<file path="src/logic/soc_consts.svh">
// ------------------------------------------------
// Address map is 32-bit; regions must not overlap
// and base plus length must not wrap past 2^32
// ------------------------------------------------
`ifndef SOC_CONSTS_SVH
`define SOC_CONSTS_SVH

// Bus widths
`define SOC_ADDR_W 32
`define SOC_DATA_W 32

// DRAM region, goes out on the AXI-lite port
`define SOC_DRAM_BASE 32'h8000_0000
`define SOC_DRAM_LEN  32'h2000_0000

// APB region, reached through the bridge
`define SOC_APB_BASE 32'h6000_0000
`define SOC_APB_LEN  32'h1000_0000

// Answer for accesses outside both regions
`define SOC_RESP_DECERR 2'b11

`endif

</file>
<file path="src/logic/soc_pkg.sv">
// ------------------------------------------------
// Widths follow soc_consts.svh
// ------------------------------------------------
`include "soc_consts.svh"

package soc_pkg;

   typedef logic [`SOC_ADDR_W-1:0]   addr_t;
   typedef logic [`SOC_DATA_W-1:0]   data_t;
   typedef logic [`SOC_DATA_W/8-1:0] strb_t;
   typedef logic [1:0]               resp_t;

   // Decode result
   typedef enum logic [1:0] {
      TGT_DRAM,
      TGT_APB,
      TGT_NONE
   } target_t;

   // One per direction in the demux
   typedef enum logic [1:0] {
      CH_IDLE,
      CH_BUSY,
      CH_RESP
   } chan_state_t;

   typedef enum logic [1:0] {
      APB_IDLE,
      APB_SETUP,
      APB_ACCESS,
      APB_RESP
   } apb_state_t;

endpackage

</file>
<file path="src/logic/axil_if.sv">
// ------------------------------------------------
// Single-beat AXI-lite, no prot, no IDs
// ------------------------------------------------
interface axil_if
   import soc_pkg::*;
();

   addr_t aw_addr;
   logic  aw_valid;
   logic  aw_ready;

   data_t w_data;
   strb_t w_strb;
   logic  w_valid;
   logic  w_ready;

   resp_t b_resp;
   logic  b_valid;
   logic  b_ready;

   addr_t ar_addr;
   logic  ar_valid;
   logic  ar_ready;

   data_t r_data;
   resp_t r_resp;
   logic  r_valid;
   logic  r_ready;

   modport mst (
      output aw_addr, aw_valid, w_data, w_strb, w_valid, b_ready,
      output ar_addr, ar_valid, r_ready,
      input  aw_ready, w_ready, b_resp, b_valid, ar_ready, r_data, r_resp, r_valid
   );

   modport slv (
      input  aw_addr, aw_valid, w_data, w_strb, w_valid, b_ready,
      input  ar_addr, ar_valid, r_ready,
      output aw_ready, w_ready, b_resp, b_valid, ar_ready, r_data, r_resp, r_valid
   );

endinterface

</file>
<file path="src/logic/axil_addr_demux.sv">
// ------------------------------------------------
// One write and one read in flight; a write is
// taken only when AW and W are valid together
// ------------------------------------------------
`include "soc_consts.svh"

module axil_addr_demux
   import soc_pkg::*;
(
   input logic clk_i,
   input logic arst_n_i,
   axil_if.slv host,
   axil_if.mst dram,
   axil_if.mst apb
);

   chan_state_t wr_state;
   chan_state_t rd_state;
   target_t     wr_tgt;
   target_t     rd_tgt;
   target_t     aw_dec;
   target_t     ar_dec;
   logic        aw_pend;
   logic        w_pend;
   logic        ar_pend;
   logic        wr_accept;
   logic        rd_accept;
   logic        b_take;
   logic        r_take;
   addr_t       aw_addr_q;
   data_t       w_data_q;
   strb_t       w_strb_q;
   addr_t       ar_addr_q;
   resp_t       b_resp_q;
   resp_t       r_resp_q;
   data_t       r_data_q;

   function automatic target_t decode(addr_t addr);
      target_t tgt;
      tgt = TGT_NONE;
      if (addr >= `SOC_DRAM_BASE && (addr - `SOC_DRAM_BASE) < `SOC_DRAM_LEN)
         tgt = TGT_DRAM;
      else if (addr >= `SOC_APB_BASE && (addr - `SOC_APB_BASE) < `SOC_APB_LEN)
         tgt = TGT_APB;
      return tgt;
   endfunction

   assign aw_dec    = decode(host.aw_addr);
   assign ar_dec    = decode(host.ar_addr);
   assign wr_accept = (wr_state == CH_IDLE) && host.aw_valid && host.w_valid;
   assign rd_accept = (rd_state == CH_IDLE) && host.ar_valid;

   // ------------------------------------------------
   // Host side
   // ------------------------------------------------
   assign host.aw_ready = wr_accept;
   assign host.w_ready  = wr_accept;
   assign host.ar_ready = rd_accept;
   assign host.b_valid  = (wr_state == CH_RESP);
   assign host.b_resp   = b_resp_q;
   assign host.r_valid  = (rd_state == CH_RESP);
   assign host.r_resp   = r_resp_q;
   assign host.r_data   = r_data_q;

   // Response is taken once both request beats are out
   assign b_take = (wr_state == CH_BUSY) && !aw_pend && !w_pend &&
                   ((wr_tgt == TGT_DRAM) ? dram.b_valid : apb.b_valid);
   assign r_take = (rd_state == CH_BUSY) && !ar_pend &&
                   ((rd_tgt == TGT_DRAM) ? dram.r_valid : apb.r_valid);

   // ------------------------------------------------
   // Target side steered by the latched target
   // ------------------------------------------------
   assign dram.aw_addr  = aw_addr_q;
   assign dram.w_data   = w_data_q;
   assign dram.w_strb   = w_strb_q;
   assign dram.ar_addr  = ar_addr_q;
   assign dram.aw_valid = (wr_state == CH_BUSY) && aw_pend && (wr_tgt == TGT_DRAM);
   assign dram.w_valid  = (wr_state == CH_BUSY) && w_pend && (wr_tgt == TGT_DRAM);
   assign dram.b_ready  = (wr_state == CH_BUSY) && !aw_pend && !w_pend && (wr_tgt == TGT_DRAM);
   assign dram.ar_valid = (rd_state == CH_BUSY) && ar_pend && (rd_tgt == TGT_DRAM);
   assign dram.r_ready  = (rd_state == CH_BUSY) && !ar_pend && (rd_tgt == TGT_DRAM);

   assign apb.aw_addr  = aw_addr_q;
   assign apb.w_data   = w_data_q;
   assign apb.w_strb   = w_strb_q;
   assign apb.ar_addr  = ar_addr_q;
   assign apb.aw_valid = (wr_state == CH_BUSY) && aw_pend && (wr_tgt == TGT_APB);
   assign apb.w_valid  = (wr_state == CH_BUSY) && w_pend && (wr_tgt == TGT_APB);
   assign apb.b_ready  = (wr_state == CH_BUSY) && !aw_pend && !w_pend && (wr_tgt == TGT_APB);
   assign apb.ar_valid = (rd_state == CH_BUSY) && ar_pend && (rd_tgt == TGT_APB);
   assign apb.r_ready  = (rd_state == CH_BUSY) && !ar_pend && (rd_tgt == TGT_APB);

   always_ff @(posedge clk_i or negedge arst_n_i) begin
      if (!arst_n_i) begin
         wr_state <= CH_IDLE;
         wr_tgt   <= TGT_NONE;
         aw_pend  <= 1'b0;
         w_pend   <= 1'b0;
      end else begin
         case (wr_state)
            CH_IDLE: begin
               if (wr_accept) begin
                  wr_tgt   <= aw_dec;
                  aw_pend  <= (aw_dec != TGT_NONE);
                  w_pend   <= (aw_dec != TGT_NONE);
                  wr_state <= (aw_dec == TGT_NONE) ? CH_RESP : CH_BUSY;
               end
            end
            CH_BUSY: begin
               if ((wr_tgt == TGT_DRAM) ? dram.aw_ready : apb.aw_ready)
                  aw_pend <= 1'b0;
               if ((wr_tgt == TGT_DRAM) ? dram.w_ready : apb.w_ready)
                  w_pend <= 1'b0;
               if (b_take)
                  wr_state <= CH_RESP;
            end
            default: begin
               if (host.b_ready)
                  wr_state <= CH_IDLE;
            end
         endcase
      end
   end

   always_ff @(posedge clk_i or negedge arst_n_i) begin
      if (!arst_n_i) begin
         rd_state <= CH_IDLE;
         rd_tgt   <= TGT_NONE;
         ar_pend  <= 1'b0;
      end else begin
         case (rd_state)
            CH_IDLE: begin
               if (rd_accept) begin
                  rd_tgt   <= ar_dec;
                  ar_pend  <= (ar_dec != TGT_NONE);
                  rd_state <= (ar_dec == TGT_NONE) ? CH_RESP : CH_BUSY;
               end
            end
            CH_BUSY: begin
               if ((rd_tgt == TGT_DRAM) ? dram.ar_ready : apb.ar_ready)
                  ar_pend <= 1'b0;
               if (r_take)
                  rd_state <= CH_RESP;
            end
            default: begin
               if (host.r_ready)
                  rd_state <= CH_IDLE;
            end
         endcase
      end
   end

   // Request and response payload
   always_ff @(posedge clk_i) begin
      if (wr_accept) begin
         aw_addr_q <= host.aw_addr;
         w_data_q  <= host.w_data;
         w_strb_q  <= host.w_strb;
         b_resp_q  <= `SOC_RESP_DECERR;
      end else if (b_take) begin
         b_resp_q <= (wr_tgt == TGT_DRAM) ? dram.b_resp : apb.b_resp;
      end
      if (rd_accept) begin
         ar_addr_q <= host.ar_addr;
         r_resp_q  <= `SOC_RESP_DECERR;
         r_data_q  <= '0;
      end else if (r_take) begin
         r_resp_q <= (rd_tgt == TGT_DRAM) ? dram.r_resp : apb.r_resp;
         r_data_q <= (rd_tgt == TGT_DRAM) ? dram.r_data : apb.r_data;
      end
   end

   // A write response only follows a decode error or a target response
   a_no_b_when_idle : assert property (@(posedge clk_i) disable iff (!arst_n_i)
      $rose(host.b_valid) |->
         ($past(wr_accept && aw_dec == TGT_NONE) && host.b_resp == `SOC_RESP_DECERR) ||
         $past(b_take));

   // Latched target stays the decode of the held address
   a_wr_tgt_stable : assert property (@(posedge clk_i) disable iff (!arst_n_i)
      (wr_state != CH_IDLE) |-> (wr_tgt == decode(aw_addr_q)));

   a_rd_tgt_stable : assert property (@(posedge clk_i) disable iff (!arst_n_i)
      (rd_state != CH_IDLE) |-> (rd_tgt == decode(ar_addr_q)));

endmodule

</file>
<file path="src/logic/axil_apb_bridge.sv">
// ------------------------------------------------
// One APB transfer at a time; a pending read goes
// before a pending write
// ------------------------------------------------
module axil_apb_bridge
   import soc_pkg::*;
(
   input  logic  clk_i,
   input  logic  arst_n_i,
   axil_if.slv   axil,
   output addr_t paddr_o,
   output logic  pwrite_o,
   output logic  psel_o,
   output logic  penable_o,
   output data_t pwdata_o,
   output strb_t pstrb_o,
   input  data_t prdata_i,
   input  logic  pready_i,
   input  logic  pslverr_i
);

   localparam resp_t resp_okay   = 2'b00;
   localparam resp_t resp_slverr = 2'b10;

   apb_state_t state;
   logic       rd_accept;
   logic       wr_accept;
   logic       sample;
   logic       pwrite_q;
   addr_t      paddr_q;
   data_t      pwdata_q;
   strb_t      pstrb_q;
   data_t      rdata_q;
   resp_t      resp_q;

   assign rd_accept = (state == APB_IDLE) && axil.ar_valid;
   assign wr_accept = (state == APB_IDLE) && !axil.ar_valid &&
                      axil.aw_valid && axil.w_valid;
   assign sample    = (state == APB_ACCESS) && pready_i;

   assign axil.ar_ready = rd_accept;
   assign axil.aw_ready = wr_accept;
   assign axil.w_ready  = wr_accept;
   assign axil.b_valid  = (state == APB_RESP) && pwrite_q;
   assign axil.r_valid  = (state == APB_RESP) && !pwrite_q;
   assign axil.b_resp   = resp_q;
   assign axil.r_resp   = resp_q;
   assign axil.r_data   = rdata_q;

   // ------------------------------------------------
   // APB pins
   // ------------------------------------------------
   assign psel_o    = (state == APB_SETUP) || (state == APB_ACCESS);
   assign penable_o = (state == APB_ACCESS);
   assign paddr_o   = paddr_q;
   assign pwrite_o  = pwrite_q;
   assign pwdata_o  = pwdata_q;
   assign pstrb_o   = pstrb_q;

   always_ff @(posedge clk_i or negedge arst_n_i) begin
      if (!arst_n_i) begin
         state    <= APB_IDLE;
         pwrite_q <= 1'b0;
      end else begin
         case (state)
            APB_IDLE: begin
               if (rd_accept || wr_accept) begin
                  state    <= APB_SETUP;
                  pwrite_q <= wr_accept;
               end
            end
            APB_SETUP:
               state <= APB_ACCESS;
            APB_ACCESS: begin
               // Wait states hold psel and penable
               if (pready_i)
                  state <= APB_RESP;
            end
            default: begin
               if (pwrite_q ? axil.b_ready : axil.r_ready)
                  state <= APB_IDLE;
            end
         endcase
      end
   end

   always_ff @(posedge clk_i) begin
      if (rd_accept) begin
         paddr_q <= axil.ar_addr;
         pstrb_q <= '0;
      end else if (wr_accept) begin
         paddr_q  <= axil.aw_addr;
         pwdata_q <= axil.w_data;
         pstrb_q  <= axil.w_strb;
      end
      if (sample) begin
         rdata_q <= prdata_i;
         resp_q  <= pslverr_i ? resp_slverr : resp_okay;
      end
   end

   // Setup and wait states lead to access with address and direction held
   a_apb_phase_hold : assert property (@(posedge clk_i) disable iff (!arst_n_i)
      (psel_o && !sample) |=>
         psel_o && penable_o && $stable(paddr_o) && $stable(pwrite_o));

endmodule

</file>
<file path="src/logic/soc_axil_wrap.sv">
// ------------------------------------------------
// DRAM goes out on AXI-lite and APB through the
// bridge; other addresses get a decode-error
// ------------------------------------------------
module soc_axil_wrap
   import soc_pkg::*;
(
   input  logic  clk_i,
   input  logic  arst_n_i,
   // Host manager
   input  addr_t host_aw_addr_i,
   input  logic  host_aw_valid_i,
   output logic  host_aw_ready_o,
   input  data_t host_w_data_i,
   input  strb_t host_w_strb_i,
   input  logic  host_w_valid_i,
   output logic  host_w_ready_o,
   output resp_t host_b_resp_o,
   output logic  host_b_valid_o,
   input  logic  host_b_ready_i,
   input  addr_t host_ar_addr_i,
   input  logic  host_ar_valid_i,
   output logic  host_ar_ready_o,
   output data_t host_r_data_o,
   output resp_t host_r_resp_o,
   output logic  host_r_valid_o,
   input  logic  host_r_ready_i,
   // DRAM
   output addr_t dram_aw_addr_o,
   output logic  dram_aw_valid_o,
   input  logic  dram_aw_ready_i,
   output data_t dram_w_data_o,
   output strb_t dram_w_strb_o,
   output logic  dram_w_valid_o,
   input  logic  dram_w_ready_i,
   input  resp_t dram_b_resp_i,
   input  logic  dram_b_valid_i,
   output logic  dram_b_ready_o,
   output addr_t dram_ar_addr_o,
   output logic  dram_ar_valid_o,
   input  logic  dram_ar_ready_i,
   input  data_t dram_r_data_i,
   input  resp_t dram_r_resp_i,
   input  logic  dram_r_valid_i,
   output logic  dram_r_ready_o,
   // APB
   output addr_t paddr_o,
   output logic  pwrite_o,
   output logic  psel_o,
   output logic  penable_o,
   output data_t pwdata_o,
   output strb_t pstrb_o,
   input  data_t prdata_i,
   input  logic  pready_i,
   input  logic  pslverr_i
);

   axil_if host_bus ();
   axil_if dram_bus ();
   axil_if apb_bus ();

   // ------------------------------------------------
   // Host side
   // ------------------------------------------------
   assign host_bus.aw_addr  = host_aw_addr_i;
   assign host_bus.aw_valid = host_aw_valid_i;
   assign host_aw_ready_o   = host_bus.aw_ready;
   assign host_bus.w_data   = host_w_data_i;
   assign host_bus.w_strb   = host_w_strb_i;
   assign host_bus.w_valid  = host_w_valid_i;
   assign host_w_ready_o    = host_bus.w_ready;
   assign host_b_resp_o     = host_bus.b_resp;
   assign host_b_valid_o    = host_bus.b_valid;
   assign host_bus.b_ready  = host_b_ready_i;
   assign host_bus.ar_addr  = host_ar_addr_i;
   assign host_bus.ar_valid = host_ar_valid_i;
   assign host_ar_ready_o   = host_bus.ar_ready;
   assign host_r_data_o     = host_bus.r_data;
   assign host_r_resp_o     = host_bus.r_resp;
   assign host_r_valid_o    = host_bus.r_valid;
   assign host_bus.r_ready  = host_r_ready_i;

   // ------------------------------------------------
   // DRAM side
   // ------------------------------------------------
   assign dram_aw_addr_o    = dram_bus.aw_addr;
   assign dram_aw_valid_o   = dram_bus.aw_valid;
   assign dram_bus.aw_ready = dram_aw_ready_i;
   assign dram_w_data_o     = dram_bus.w_data;
   assign dram_w_strb_o     = dram_bus.w_strb;
   assign dram_w_valid_o    = dram_bus.w_valid;
   assign dram_bus.w_ready  = dram_w_ready_i;
   assign dram_bus.b_resp   = dram_b_resp_i;
   assign dram_bus.b_valid  = dram_b_valid_i;
   assign dram_b_ready_o    = dram_bus.b_ready;
   assign dram_ar_addr_o    = dram_bus.ar_addr;
   assign dram_ar_valid_o   = dram_bus.ar_valid;
   assign dram_bus.ar_ready = dram_ar_ready_i;
   assign dram_bus.r_data   = dram_r_data_i;
   assign dram_bus.r_resp   = dram_r_resp_i;
   assign dram_bus.r_valid  = dram_r_valid_i;
   assign dram_r_ready_o    = dram_bus.r_ready;

   axil_addr_demux i_addr_demux (
      .clk_i    (clk_i),
      .arst_n_i (arst_n_i),
      .host     (host_bus),
      .dram     (dram_bus),
      .apb      (apb_bus)
   );

   axil_apb_bridge i_apb_bridge (
      .clk_i     (clk_i),
      .arst_n_i  (arst_n_i),
      .axil      (apb_bus),
      .paddr_o   (paddr_o),
      .pwrite_o  (pwrite_o),
      .psel_o    (psel_o),
      .penable_o (penable_o),
      .pwdata_o  (pwdata_o),
      .pstrb_o   (pstrb_o),
      .prdata_i  (prdata_i),
      .pready_i  (pready_i),
      .pslverr_i (pslverr_i)
   );

endmodule

</file>
<file path="config.mk">
export PLATFORM = sky130hd
export DESIGN_NAME = soc_axil_wrap
export DESIGN_NICKNAME = d
export VERILOG_FILES = /design/src/logic/soc_pkg.sv /design/src/logic/axil_if.sv /design/src/logic/axil_addr_demux.sv /design/src/logic/axil_apb_bridge.sv /design/src/logic/soc_axil_wrap.sv
export VERILOG_INCLUDE_DIRS = /design/src /design/src/logic
export SDC_FILE = /design/constraint.sdc
export NUM_CORES = 1
export LEC_CHECK = 0
export BUFFER_PORTS_ARGS = -buffer_cell sky130_fd_sc_hd__buf_2
export CELL_PAD_IN_SITES_DETAIL_PLACEMENT = 1
export CELL_PAD_IN_SITES_GLOBAL_PLACEMENT = 2
export CORE_MARGIN = 2
export CORE_UTILIZATION = 30
export CTS_CLUSTER_SIZE = 20
export DETAILED_ROUTE_END_ITERATION = 8
export GPL_TIMING_DRIVEN = 0
export PLACE_DENSITY = 0.85
export SLEW_MARGIN = 40
export SYNTH_ARGS = -nofsm -noshare
export SYNTH_HDL_FRONTEND = slang
export SYNTH_SLANG_ARGS = --single-unit
</file>
<file path="constraint.sdc">
create_clock -name clk_i -period 5.5 [get_ports clk_i]
set_input_delay 1.375 -clock clk_i [delete_from_list [all_inputs] [get_ports clk_i]]
set_output_delay 1.375 -clock clk_i [all_outputs]
set_load 0.005 [all_outputs]
</file>
* Word-level counts from Yosys, hierarchy flattened
Cells that the tools add are included.
W data, S select, Z words.
** Cells by class
- Equal/unequal tests :: 22
- Reduce and logical (&&, ||, !) cells :: 60
- Bitwise gates (word level) :: 1
- Multiplexer cells :: 38
- Magnitude comparators :: 8
- Add/sub/neg operators :: 4
** Operators by type and width (number)
- $mux W32 :: 3
- $ge A32 B31 Y1 const B :: 2
- $ge A32 B32 Y1 const B :: 2
- $lt A32 B29 Y1 const B :: 2
- $lt A32 B30 Y1 const B :: 2
- $sub A32 B31 Y32 const B :: 2
- $sub A32 B32 Y32 const B :: 2
- $mux W2 :: 18
- $logic_and A1 B1 Y1 :: 32
- $reduce_and A3 Y1 :: 6
- $ne A2 B2 Y1 const B :: 8
- $eq A2 B2 Y1 const B :: 6
- $mux W1 :: 11
- $eq A2 B1 Y1 const B :: 5
- $logic_not A2 Y1 :: 5
- $pmux W2 S2 :: 2
- $reduce_and A2 Y1 :: 4
- $ne A2 B1 Y1 const B :: 3
- $pmux W1 S2 :: 3
- $pmux W2 S3 :: 1
- $reduce_bool A2 Y1 :: 3
- $reduce_bool A3 Y1 :: 2
- $logic_not A1 Y1 :: 5
- $reduce_bool A4 Y1 :: 1
- 2 further kinds :: 3
** Storage, ports and cells
- Register bits after elaboration :: 252
- Output and inout bits :: 217
- Logic and storage cells :: 154
- Input bits :: 182

* Longest topological paths before layout
Gate-level depths: netlist of the first run.
- Depth in word-level cells :: 10
- Gate-level depth with buffers :: 8
- Depth with buffers taken out :: 7

* Hierarchy
From an unflattened synthesis of the first run, not the netlist that was laid out.
** Second synthesis, totals
- Cell total of the unflattened synthesis :: 736
- Area total of the unflattened synthesis :: 10282.4 sq um
** Modules (own cells, without submodules)
- axil_addr_demux :: sequential area each 4001.3 sq um, cells an instance 491, times used 1, area each 6550.0 sq um
- axil_apb_bridge :: sequential area each 3067.9 sq um, cells an instance 245, times used 1, area each 3732.3 sq um

* Worst setup path after synthesis of the first run
Ideal clock, no wire load.
- Path type :: input-to-output
- Start point :: input port host_w_valid_i
- End point :: output port host_w_ready_o
- Cell stages on the path :: 5
- Path buffers :: 2
- Data required time :: 4.125 ns
- Arrival time :: 3.609 ns
- Slack :: 0.516 ns
- Path through :: nand3b_1 or2_2 clkbuf_1 inv_1 buf_4
** On the way
- Longest elaborated chain between the ends :: 1
** Ends and longest elaborated chain
- start, declared :: line soc_axil_wrap.sv:16 : input logic host_w_valid_i,
- $logic_and A1 B1 Y1 :: line axil_addr_demux.sv:50 : assign wr_accept = (wr_state == CH_IDLE) && host.aw_valid && host.w_valid;
- end, declared :: line soc_axil_wrap.sv:17 : output logic host_w_ready_o,
No other way between the ends.

* Worst setup path after layout of the first run
Same ends and word-level chain as after synthesis.

==> impl_metrics.toml, run 1 <==
[status]
status = "complete, no violations"

[hold_path]
hold_class = "flop to flop"

[yosys]
seq_area_frac_synth = 0.766
synthesis.instances = 634
synthArstFlopShare = 0.0558
ys_seq_elements = 251
yosys_most_used_dff = "sky130_fd_sc_hd__edfxtp_1"
synthesis.area_per_instance_um2 = 14.6
mapped_area_mm2 = 0.00923
synth_nets = 825
netlist-cell-type-count = 51
synth-edff-count = 197
ys_warn_count = 0

[power_and_ir_drop]
sw_ratio = 0.267
leakage_nw = 5.28
power.share.clock = 0.355
p_seq_frac = 0.475
power.combinational.fraction = 0.170
p_sw_w = 0.00140
cellPowerDensity_mw_per_mm2 = 411
power.internal_w = 0.00384
max_ir_drop_vdd_v = 0.000223

[setup_path]
timing.critical_path.to_type = "output pin"
path_class = "input pin to output pin"
worst_path_most_repeated_cell = "sky130_fd_sc_hd__buf_2"
slowest_stage = "sky130_fd_sc_hd__or2_2"
startpoint_type_of_the_worst_setup_path = "input pin"
critical_path.cell_chain = "buf_2, nand3b_1, or2_2, clkbuf_1, inv_6, buf_16, buf_4, buf_2"
path_buf_inv = 6
critPathRequiredTime_ns = 4.12
worstPathMaxFanout = 47
cp_slowest_stage_delay_ns = 0.31
worst-endpoint-arrival_ns = 3.06
family_with_the_most_delay_on_the_worst_path = "buffers and inverters"

[route]
post-route-drc-count = 0
drt_first_pass_iters = 5
detailedRoute.firstIterationViolations = 322
antenna_violating_nets_post_route = 0
vias_per_cell = 4.66
drt_wl_total_mm = 31.0
wl_per_cell_um = 20.9
via_count = 6919

[grt]
grt_pass1_wl_mm = 45.8
grt_overflow_total = 0
via_count_of_the_first_global_routing_pass = 7295
grt_util_all_layers = 0.184
antenna_found_initial = 2
grt_start_max_net_pins = 48

[sta]
worst_hold_slack_ns = 0.445
timing_hold_violations_final = 0
period_share = 0.806
final.setup_skew_ns = 0.00988
rsz0062_at_grt = "no"
max_slew_margin = 0.468
final_period_minus_worst_setup_slack_ns = 4.43
tightest_slew_ns = 0.796
final.setup.worst_slack_ns = 1.07
report.final.setup_viol = 0
finalMaxSlewViolations = 0
max_freq_ghz = 0.226

[floorplan]
core.rowCount = 64
boundaryPins = 399
floorplan.initialDensity = 0.303
die_area_mm2 = 0.0322
die_x_um = 179
core_area_mm2 = 0.0304
floorplan.die.height_um = 179

[placed_design]
gp_routability_congestion = 0.827
dp_worst_setup_slack_ns = 1.07
io_buffer_count = 398
place_hpwl_mm = 24.0

[cts]
cts.path.max_buffers = 3
clock_tree_from_tritoncts = "done"
cts_setup_buffers = 0
insertion_delay_ns = 0.54
ctsHoldBuffers = 0
post_cts.resized_instances = 0
cts.sink_count = 251
clock_transition_at_path_regs_ns = 0.06
maximum_level_of_the_cts_h_tree = 1
tritoncts.num_buffers = 28
clock_tree.root_cell = "sky130_fd_sc_hd__clkbuf_16"

[final_layout]
final-seq-area_mm2 = 0.00707
multi_input_comb_area_mm2 = 0.00201
ratio_of_cells_with_drive_above_1_in_the_final_layout = 0.431
nets = 1256
syn2layout_area_growth_pct = 37.8
filler_cell_count = 3313

[run]
drv.max_cap_violation_count = 0
state kept, by name (all words and copies together) (netlist names), 4 cells and up:
| name | count |
|---|---|
| i_addr_demux.apb.ar_addr | 32 |
| i_addr_demux.apb.aw_addr | 32 |
| i_addr_demux.apb.w_data | 32 |
| i_addr_demux.apb.w_strb | 4 |
| i_addr_demux.host.r_data | 32 |
| i_apb_bridge.axil.r_data | 32 |
| i_apb_bridge.paddr_o | 32 |
| i_apb_bridge.pstrb_o | 4 |
| i_apb_bridge.pwdata_o | 32 |
logic make-up after synthesis:
family / count (synthesis) / share of synthesized area
AOI/OAI and AO/OA: 73 / 0.0537
xor gates and xnor gates: 2 / 0.00190
adders and majority gates: 9 / 0.0122
buffers and inverters: 37 / 0.0182
DFF: 251 / 0.766
muxes: 34 / 0.0370
and+or+nand+nor: 228 / 0.112
power by group through the flow:
stage	registers, W	logic (W)	clock network, W
floorplan	0.00251	0.000433	0
global placement	0.00252	0.000849	0
detailed placement	0.00252	0.000910	0
CTS	0.00249	0.000915	0.00191
global route	0.00252	0.000990	0.00196
finish	0.00249	0.000891	0.00186
layout make-up:
cell class,instances,area share
repair buffers,401,0.162
well taps,396,0.0389
diodes,2,0.000393
clock buffers,38,0.0605
flip-flops and latches,251,0.555
plain buffers,25,0.00993
multi-input cells,346,0.158
inverters,12,0.00393
clock inverters,14,0.0110
worst register-to-register path: cells and delay by family, from the launching register on:
| kind | cells | cell delay, ns |
|---|---|---|
| buffers and inverters | 2 | 0.65 |
| DFF | 1 | 0.51 |
| and+or+nand+nor | 4 | 0.99 |
layout by cell type, fill, tap and decap left out, types with 2 or more instances in the layout:
| master | count |
|---|---|
| sky130_fd_sc_hd__buf_2 | 412 |
| sky130_fd_sc_hd__edfxtp_1 | 197 |
| sky130_fd_sc_hd__nand2_1 | 122 |
| sky130_fd_sc_hd__nor2_1 | 47 |
| sky130_fd_sc_hd__dfxtp_1 | 40 |
| sky130_fd_sc_hd__mux2i_1 | 33 |
| sky130_fd_sc_hd__a211oi_1 | 32 |
| sky130_fd_sc_hd__clkbuf_16 | 29 |
| sky130_fd_sc_hd__o21ai_0 | 19 |
| sky130_fd_sc_hd__clkbuf_1 | 14 |
| sky130_fd_sc_hd__nor4_1 | 12 |
| sky130_fd_sc_hd__dfrtp_1 | 12 |
| sky130_fd_sc_hd__inv_1 | 9 |
| sky130_fd_sc_hd__ha_1 | 9 |
| sky130_fd_sc_hd__nor3_1 | 8 |
| sky130_fd_sc_hd__a21oi_1 | 8 |
| sky130_fd_sc_hd__clkinv_1 | 7 |
| sky130_fd_sc_hd__nor2b_1 | 5 |
| sky130_fd_sc_hd__and3_1 | 5 |
| sky130_fd_sc_hd__nand4_1 | 5 |
| sky130_fd_sc_hd__nand3b_1 | 4 |
| sky130_fd_sc_hd__clkinv_2 | 4 |
| sky130_fd_sc_hd__buf_4 | 3 |
| sky130_fd_sc_hd__nor4b_1 | 3 |
| sky130_fd_sc_hd__bufinv_16 | 3 |
| sky130_fd_sc_hd__diode_2 | 2 |
| sky130_fd_sc_hd__and2_1 | 2 |
| sky130_fd_sc_hd__or4_1 | 2 |
| sky130_fd_sc_hd__nand3_1 | 2 |
| sky130_fd_sc_hd__a21boi_0 | 2 |
| sky130_fd_sc_hd__a311oi_1 | 2 |
| sky130_fd_sc_hd__dfstp_2 | 2 |
| sky130_fd_sc_hd__buf_16 | 2 |
worst paths after layout:
check	to	depth (start not counted)	slack, ns	start
setup reg to reg	i_apb_bridge.paddr_o[24]	6	2.96	i_addr_demux.rd_tgt[1]
hold / removal	i_apb_bridge.pwdata_o[27]	0	0.44	i_addr_demux.apb.w_data[27]
hold reg to reg	i_apb_bridge.pwdata_o[27]	0	0.44	i_addr_demux.apb.w_data[27]
max in group asynchronous	i_addr_demux.wr_tgt[1]	1	4.44	arst_n_i
min in group asynchronous	i_apb_bridge.state[0]	1	0.75	arst_n_i
setup / recovery	host_w_ready_o	8	1.07	host_w_valid_i
stage by stage:
step / instance area, um^2 / cells / setup TNS, ns / utilization / total power (W)
CTS: 12700 / 1483 / 0 / 0.418 / 0.00531
finish: 12700 / 1485 / 0 / 0.418 / 0.00524
detailed placement: 11800 / 1431 / 0 / 0.388 / 0.00343
global route: 12700 / 1485 / 0 / 0.418 / 0.00547
floorplan: 9230 / 634 / 0 / - / 0.00294
global placement: 11700 / 1428 / -1.22 / 0.385 / 0.00337
cells in the mapped netlist, types with 3 or more instances:
| cell | count | area share |
|---|---|---|
| sky130_fd_sc_hd__edfxtp_1 | 197 | 0.64 |
| sky130_fd_sc_hd__nand2_1 | 123 | 0.050 |
| sky130_fd_sc_hd__nor2_1 | 47 | 0.019 |
| sky130_fd_sc_hd__dfxtp_1 | 40 | 0.087 |
| sky130_fd_sc_hd__mux2i_1 | 33 | 0.036 |
| sky130_fd_sc_hd__a211oi_1 | 32 | 0.026 |
| sky130_fd_sc_hd__o21ai_0 | 19 | 0.010 |
| sky130_fd_sc_hd__buf_2 | 14 | 0.0076 |
| sky130_fd_sc_hd__dfrtp_1 | 12 | 0.033 |
| sky130_fd_sc_hd__nor4_1 | 12 | 0.0081 |
| sky130_fd_sc_hd__inv_1 | 11 | 0.0045 |
| sky130_fd_sc_hd__ha_1 | 9 | 0.012 |
| sky130_fd_sc_hd__a21oi_1 | 8 | 0.0043 |
| sky130_fd_sc_hd__nor3_1 | 8 | 0.0043 |
| sky130_fd_sc_hd__clkbuf_1 | 7 | 0.0028 |
| sky130_fd_sc_hd__and3_1 | 5 | 0.0034 |
| sky130_fd_sc_hd__nand4_1 | 5 | 0.0034 |
| sky130_fd_sc_hd__nor2b_1 | 5 | 0.0034 |
| sky130_fd_sc_hd__nand3b_1 | 4 | 0.0033 |
| sky130_fd_sc_hd__and2_1 | 3 | 0.0020 |
| sky130_fd_sc_hd__buf_4 | 3 | 0.0024 |
| sky130_fd_sc_hd__nor4b_1 | 3 | 0.0028 |
layer usage:
metal	global-route usage	vias up	wire length, um
met5	0	-	0
met2	0.340	295	16200
li1	-	3203	-
met3	0.0541	37	2600
met4	0.0361	0	437
met1	0.212	3384	11800
No activity file was read; power rests on OpenSTA's default activity.
==> run 2: changes to the inputs <==
--- a/config.mk
+++ b/config.mk
@@ -6,15 +6,16 @@
 export SDC_FILE = /design/constraint.sdc
 export NUM_CORES = 1
 export LEC_CHECK = 0
+export ABC_AREA = 1
 export BUFFER_PORTS_ARGS = -buffer_cell sky130_fd_sc_hd__buf_2
 export CELL_PAD_IN_SITES_DETAIL_PLACEMENT = 1
 export CELL_PAD_IN_SITES_GLOBAL_PLACEMENT = 2
 export CORE_MARGIN = 2
-export CORE_UTILIZATION = 30
+export CORE_UTILIZATION = 26
 export CTS_CLUSTER_SIZE = 20
 export DETAILED_ROUTE_END_ITERATION = 8
 export GPL_TIMING_DRIVEN = 0
-export PLACE_DENSITY = 0.85
+export PLACE_DENSITY = 0.81
 export SLEW_MARGIN = 40
 export SYNTH_ARGS = -nofsm -noshare
 export SYNTH_HDL_FRONTEND = slang
==> constraint.sdc (replaced) <==
create_clock -name clk_i -period 4.06 [get_ports clk_i]
set_input_delay 1.015 -clock clk_i [delete_from_list [all_inputs] [get_ports clk_i]]
set_output_delay 1.015 -clock clk_i [all_outputs]
set_load 0.005 [all_outputs]
==> run 2 against run 1 <==
  * Synthesized cell count rose by 17%
  * Non-clock buffer count did not move
  * Via count rose by 4.1%
  * Wire length fell by 0.21%
  * First-iteration DRC count fell by 15%
  * Register-to-register slack got worse by 1.4 ns
  * Critical path depth fell by 2
  * Synthesized area rose by 0.27%
  * Sequential cell count did not move
  * Combinational power rose by 54%
  * Sequential share of layout area fell by 0.28 points
  * Worst hold slack got worse by 0.066 ns
  * Critical path type is now flop to output pin
  * Largest cell class unchanged
  * Largest power group unchanged
==> impl_metrics.toml, run 2 <==
[yosys]
synthesis.instances = 741
netlist-cell-type-count = 25
yosys_most_used_dff = "sky130_fd_sc_hd__edfxtp_1"
synth_top_cell_area_share = 0.639
seq_area_frac_synth = 0.764
synth_nets = 932
ys_warn_count = 0
synthArstFlopShare = 0.0558
yosys-top-cells-count = "sky130_fd_sc_hd__nand2_1 (226), sky130_fd_sc_hd__edfxtp_1 (197), sky130_fd_sc_hd__nor2_1 (65), sky130_fd_sc_hd__dfxtp_1 (40), sky130_fd_sc_hd__o21ai_1 (34)"
synthesis.area_per_instance_um2 = 12.5
mapped_area_mm2 = 0.00926
synth-edff-count = 197
ys_seq_elements = 251
synth_area_leader_cell = "sky130_fd_sc_hd__edfxtp_1"
synth.area.top_cells = "sky130_fd_sc_hd__edfxtp_1 (64%), sky130_fd_sc_hd__nand2_1 (9.2%), sky130_fd_sc_hd__dfxtp_1 (8.6%)"
yosys.cell_count.top_type = "sky130_fd_sc_hd__nand2_1"

[floorplan]
die_area_mm2 = 0.0371
die_x_um = 193
boundaryPins = 399
core_area_mm2 = 0.0353
floorplan.initialDensity = 0.262
core.rowCount = 69
floorplan.die.height_um = 193

[cts]
cts.sink_count = 251
clock_transition_at_path_regs_ns = 0.06
tritoncts.num_buffers = 29
cts_setup_buffers = 0
maximum_level_of_the_cts_h_tree = 1
cts.path.max_buffers = 3
post_cts.resized_instances = 0
clock_tree.root_cell = "sky130_fd_sc_hd__clkbuf_16"
ctsHoldBuffers = 0
clock_tree_from_tritoncts = "done"
insertion_delay_ns = 0.54

[power_and_ir_drop]
p_seq_frac = 0.466
p_sw_w = 0.00209
cellPowerDensity_mw_per_mm2 = 560
leakage_nw = 5.57
max_ir_drop_vdd_v = 0.000422
power.combinational.fraction = 0.191
sw_ratio = 0.291
power.share.clock = 0.342
power.internal_w = 0.00508

[sta]
final_period_minus_worst_setup_slack_ns = 3.46
max_freq_ghz = 0.289
final.setup.worst_slack_ns = 0.599
finalMaxSlewViolations = 0
final.setup_skew_ns = 0.0137
timing_hold_violations_final = 0
tightest_slew_ns = 0.777
rsz0062_at_grt = "no"
report.final.setup_viol = 0
max_slew_margin = 0.482
period_share = 0.852

[route]
wl_per_cell_um = 18.7
antenna_violating_nets_post_route = 0
via_count = 7206
detailedRoute.firstIterationViolations = 273
drt_wl_total_mm = 31.0
vias_per_cell = 4.35
drt_first_pass_iters = 4
post-route-drc-count = 0

[final_layout]
final-seq-area_mm2 = 0.00707
syn2layout_area_growth_pct = 38.2
nets = 1363
final-instance-count-excl-fill = 1657
multi_input_comb_area_mm2 = 0.00190
commonest_cells_after_routing_fill_and_taps_aside = "sky130_fd_sc_hd__buf_2 (407), sky130_fd_sc_hd__nand2_1 (225), sky130_fd_sc_hd__edfxtp_1 (197), sky130_fd_sc_hd__nor2_1 (65), sky130_fd_sc_hd__dfxtp_1 (40)"
filler_cell_count = 3985
ratio_of_cells_with_drive_above_1_in_the_final_layout = 0.399
post_route_cell_area_mm2 = 0.0128
mostFrequentLayoutCell = "sky130_fd_sc_hd__buf_2"
fin_util = 0.362

[setup_path]
path_class = "flop to output pin"
critPathRequiredTime_ns = 3.04
worst-endpoint-arrival_ns = 2.45
critical_path.reg2reg.startpoint = "i_addr_demux.rd_state[1]"
timing.critical_path.to_type = "output pin"
reg2reg_slack_ns = 1.58
worstPathMaxFanout = 55
reg2reg_depth = 6
worstReg2RegEnd = "i_apb_bridge.paddr_o[12]"
startpoint_type_of_the_worst_setup_path = "flop"

[grt]
antenna_found_initial = 6
grt_overflow_total = 0
grt_start_max_net_pins = 56
globalRouteMet1Util = 0.175
grt_pass1_wl_mm = 44.2
globalRoute.busiestLayer = "met2"
grt_util_all_layers = 0.158
via_count_of_the_first_global_routing_pass = 7451
global_route.usage.met2 = 0.287
gr-usage-met3 = 0.0540

[placed_design]
gp_routability_congestion = 0.805
place_inst = 1602
dpl-instance-area_mm2 = 0.0119
io_buffer_count = 398
place_hpwl_mm = 23.6
dp_worst_setup_slack_ns = 0.623

[run]
drv.max_cap_violation_count = 0

[hold_path]
hold_class = "input pin to async pin"

[status]
status = "complete, no violations"
## run 2: cell types whose count changed in the layout (fill, tap and decap cells not counted), moves of 8 or more
cell                       previous run  this run
sky130_fd_sc_hd__a211oi_1            32         0
sky130_fd_sc_hd__a31oi_1              0        32
sky130_fd_sc_hd__inv_1                9        30
sky130_fd_sc_hd__inv_2                1         9
sky130_fd_sc_hd__mux2i_1             33         0
sky130_fd_sc_hd__nand2_1            122       225
sky130_fd_sc_hd__nand3_1              2        13
sky130_fd_sc_hd__nor2_1              47        65
sky130_fd_sc_hd__nor4_1              12         0
sky130_fd_sc_hd__o21ai_1              1        34
## run 2: worst max path at each step
stage                                   from             end  slack, ns  cells after the start
floorplan                     host_w_valid_i  host_w_ready_o       0.08                      3
global placement              host_w_valid_i  host_w_ready_o      -1.07                      5
detailed placement            host_w_valid_i  host_w_ready_o       0.62                      6
CTS                 i_addr_demux.wr_state[0]  host_w_ready_o       0.52                      6
global route        i_addr_demux.wr_state[0]  host_w_ready_o       0.37                      6
finish              i_addr_demux.wr_state[0]  host_w_ready_o       0.60                      6
## run 2: kinds of logic after synthesis
logic type	count (synthesis)	synth area share
flip-flops	251	0.764
AO/OA/AOI/OAI	98	0.0582
buffers and inverters	66	0.0320
adder cells (fa/ha/maj)	9	0.0122
AND/OR/NAND/NOR	317	0.134
## run 2: power groups by stage
stage / clock, W / sequential (W) / combinational, W
2_1_floorplan: 0 / 0.00339 / 0.000691
3_3_place_gp: 0 / 0.00339 / 0.00134
3_5_place_dp: 0 / 0.00339 / 0.00140
4_1_cts: 0.00253 / 0.00335 / 0.00141
5_1_grt: 0.00263 / 0.00338 / 0.00156
6_report: 0.00245 / 0.00334 / 0.00137
## run 2: stage by stage
| stage | hold WS [ns] | setup TNS (ns) | total power, W |
|---|---|---|---|
| 3_5_place_dp | 0.435 | 0 | 0.00480 |
| 3_3_place_gp | 0.425 | -7.03 | 0.00474 |
| 2_1_floorplan | 0.452 | 0 | 0.00408 |
| 4_1_cts | 0.361 | 0 | 0.00728 |
| 5_1_grt | 0.376 | 0 | 0.00757 |
| 6_report | 0.379 | 0 | 0.00717 |
## run 2: layout make-up
type                       count  share of cell area
tap                          461              0.0451
multi-input combinational    424               0.149
antenna                        2            0.000391
timing repair buffer         400               0.160
inverter                      40              0.0121
clock inverter                12             0.00558
buffer                        26              0.0114
sequential                   251               0.553
clock buffer                  41              0.0642
## run 2: routing by layer
metal	up-vias	wire [um]
li1	3418	-
met5	-	46
met3	46	3050
met2	304	15600
met4	8	578
met1	3430	11700
## run 2: worst max-delay path, cell delays in order (launching register included)
cell                      delay (ns)
sky130_fd_sc_hd__dfrtp_1        0.42
sky130_fd_sc_hd__nor2_1         0.16
sky130_fd_sc_hd__nand3_1        0.39
sky130_fd_sc_hd__inv_6          0.33
sky130_fd_sc_hd__buf_16         0.29
sky130_fd_sc_hd__buf_4          0.17
sky130_fd_sc_hd__buf_2          0.10
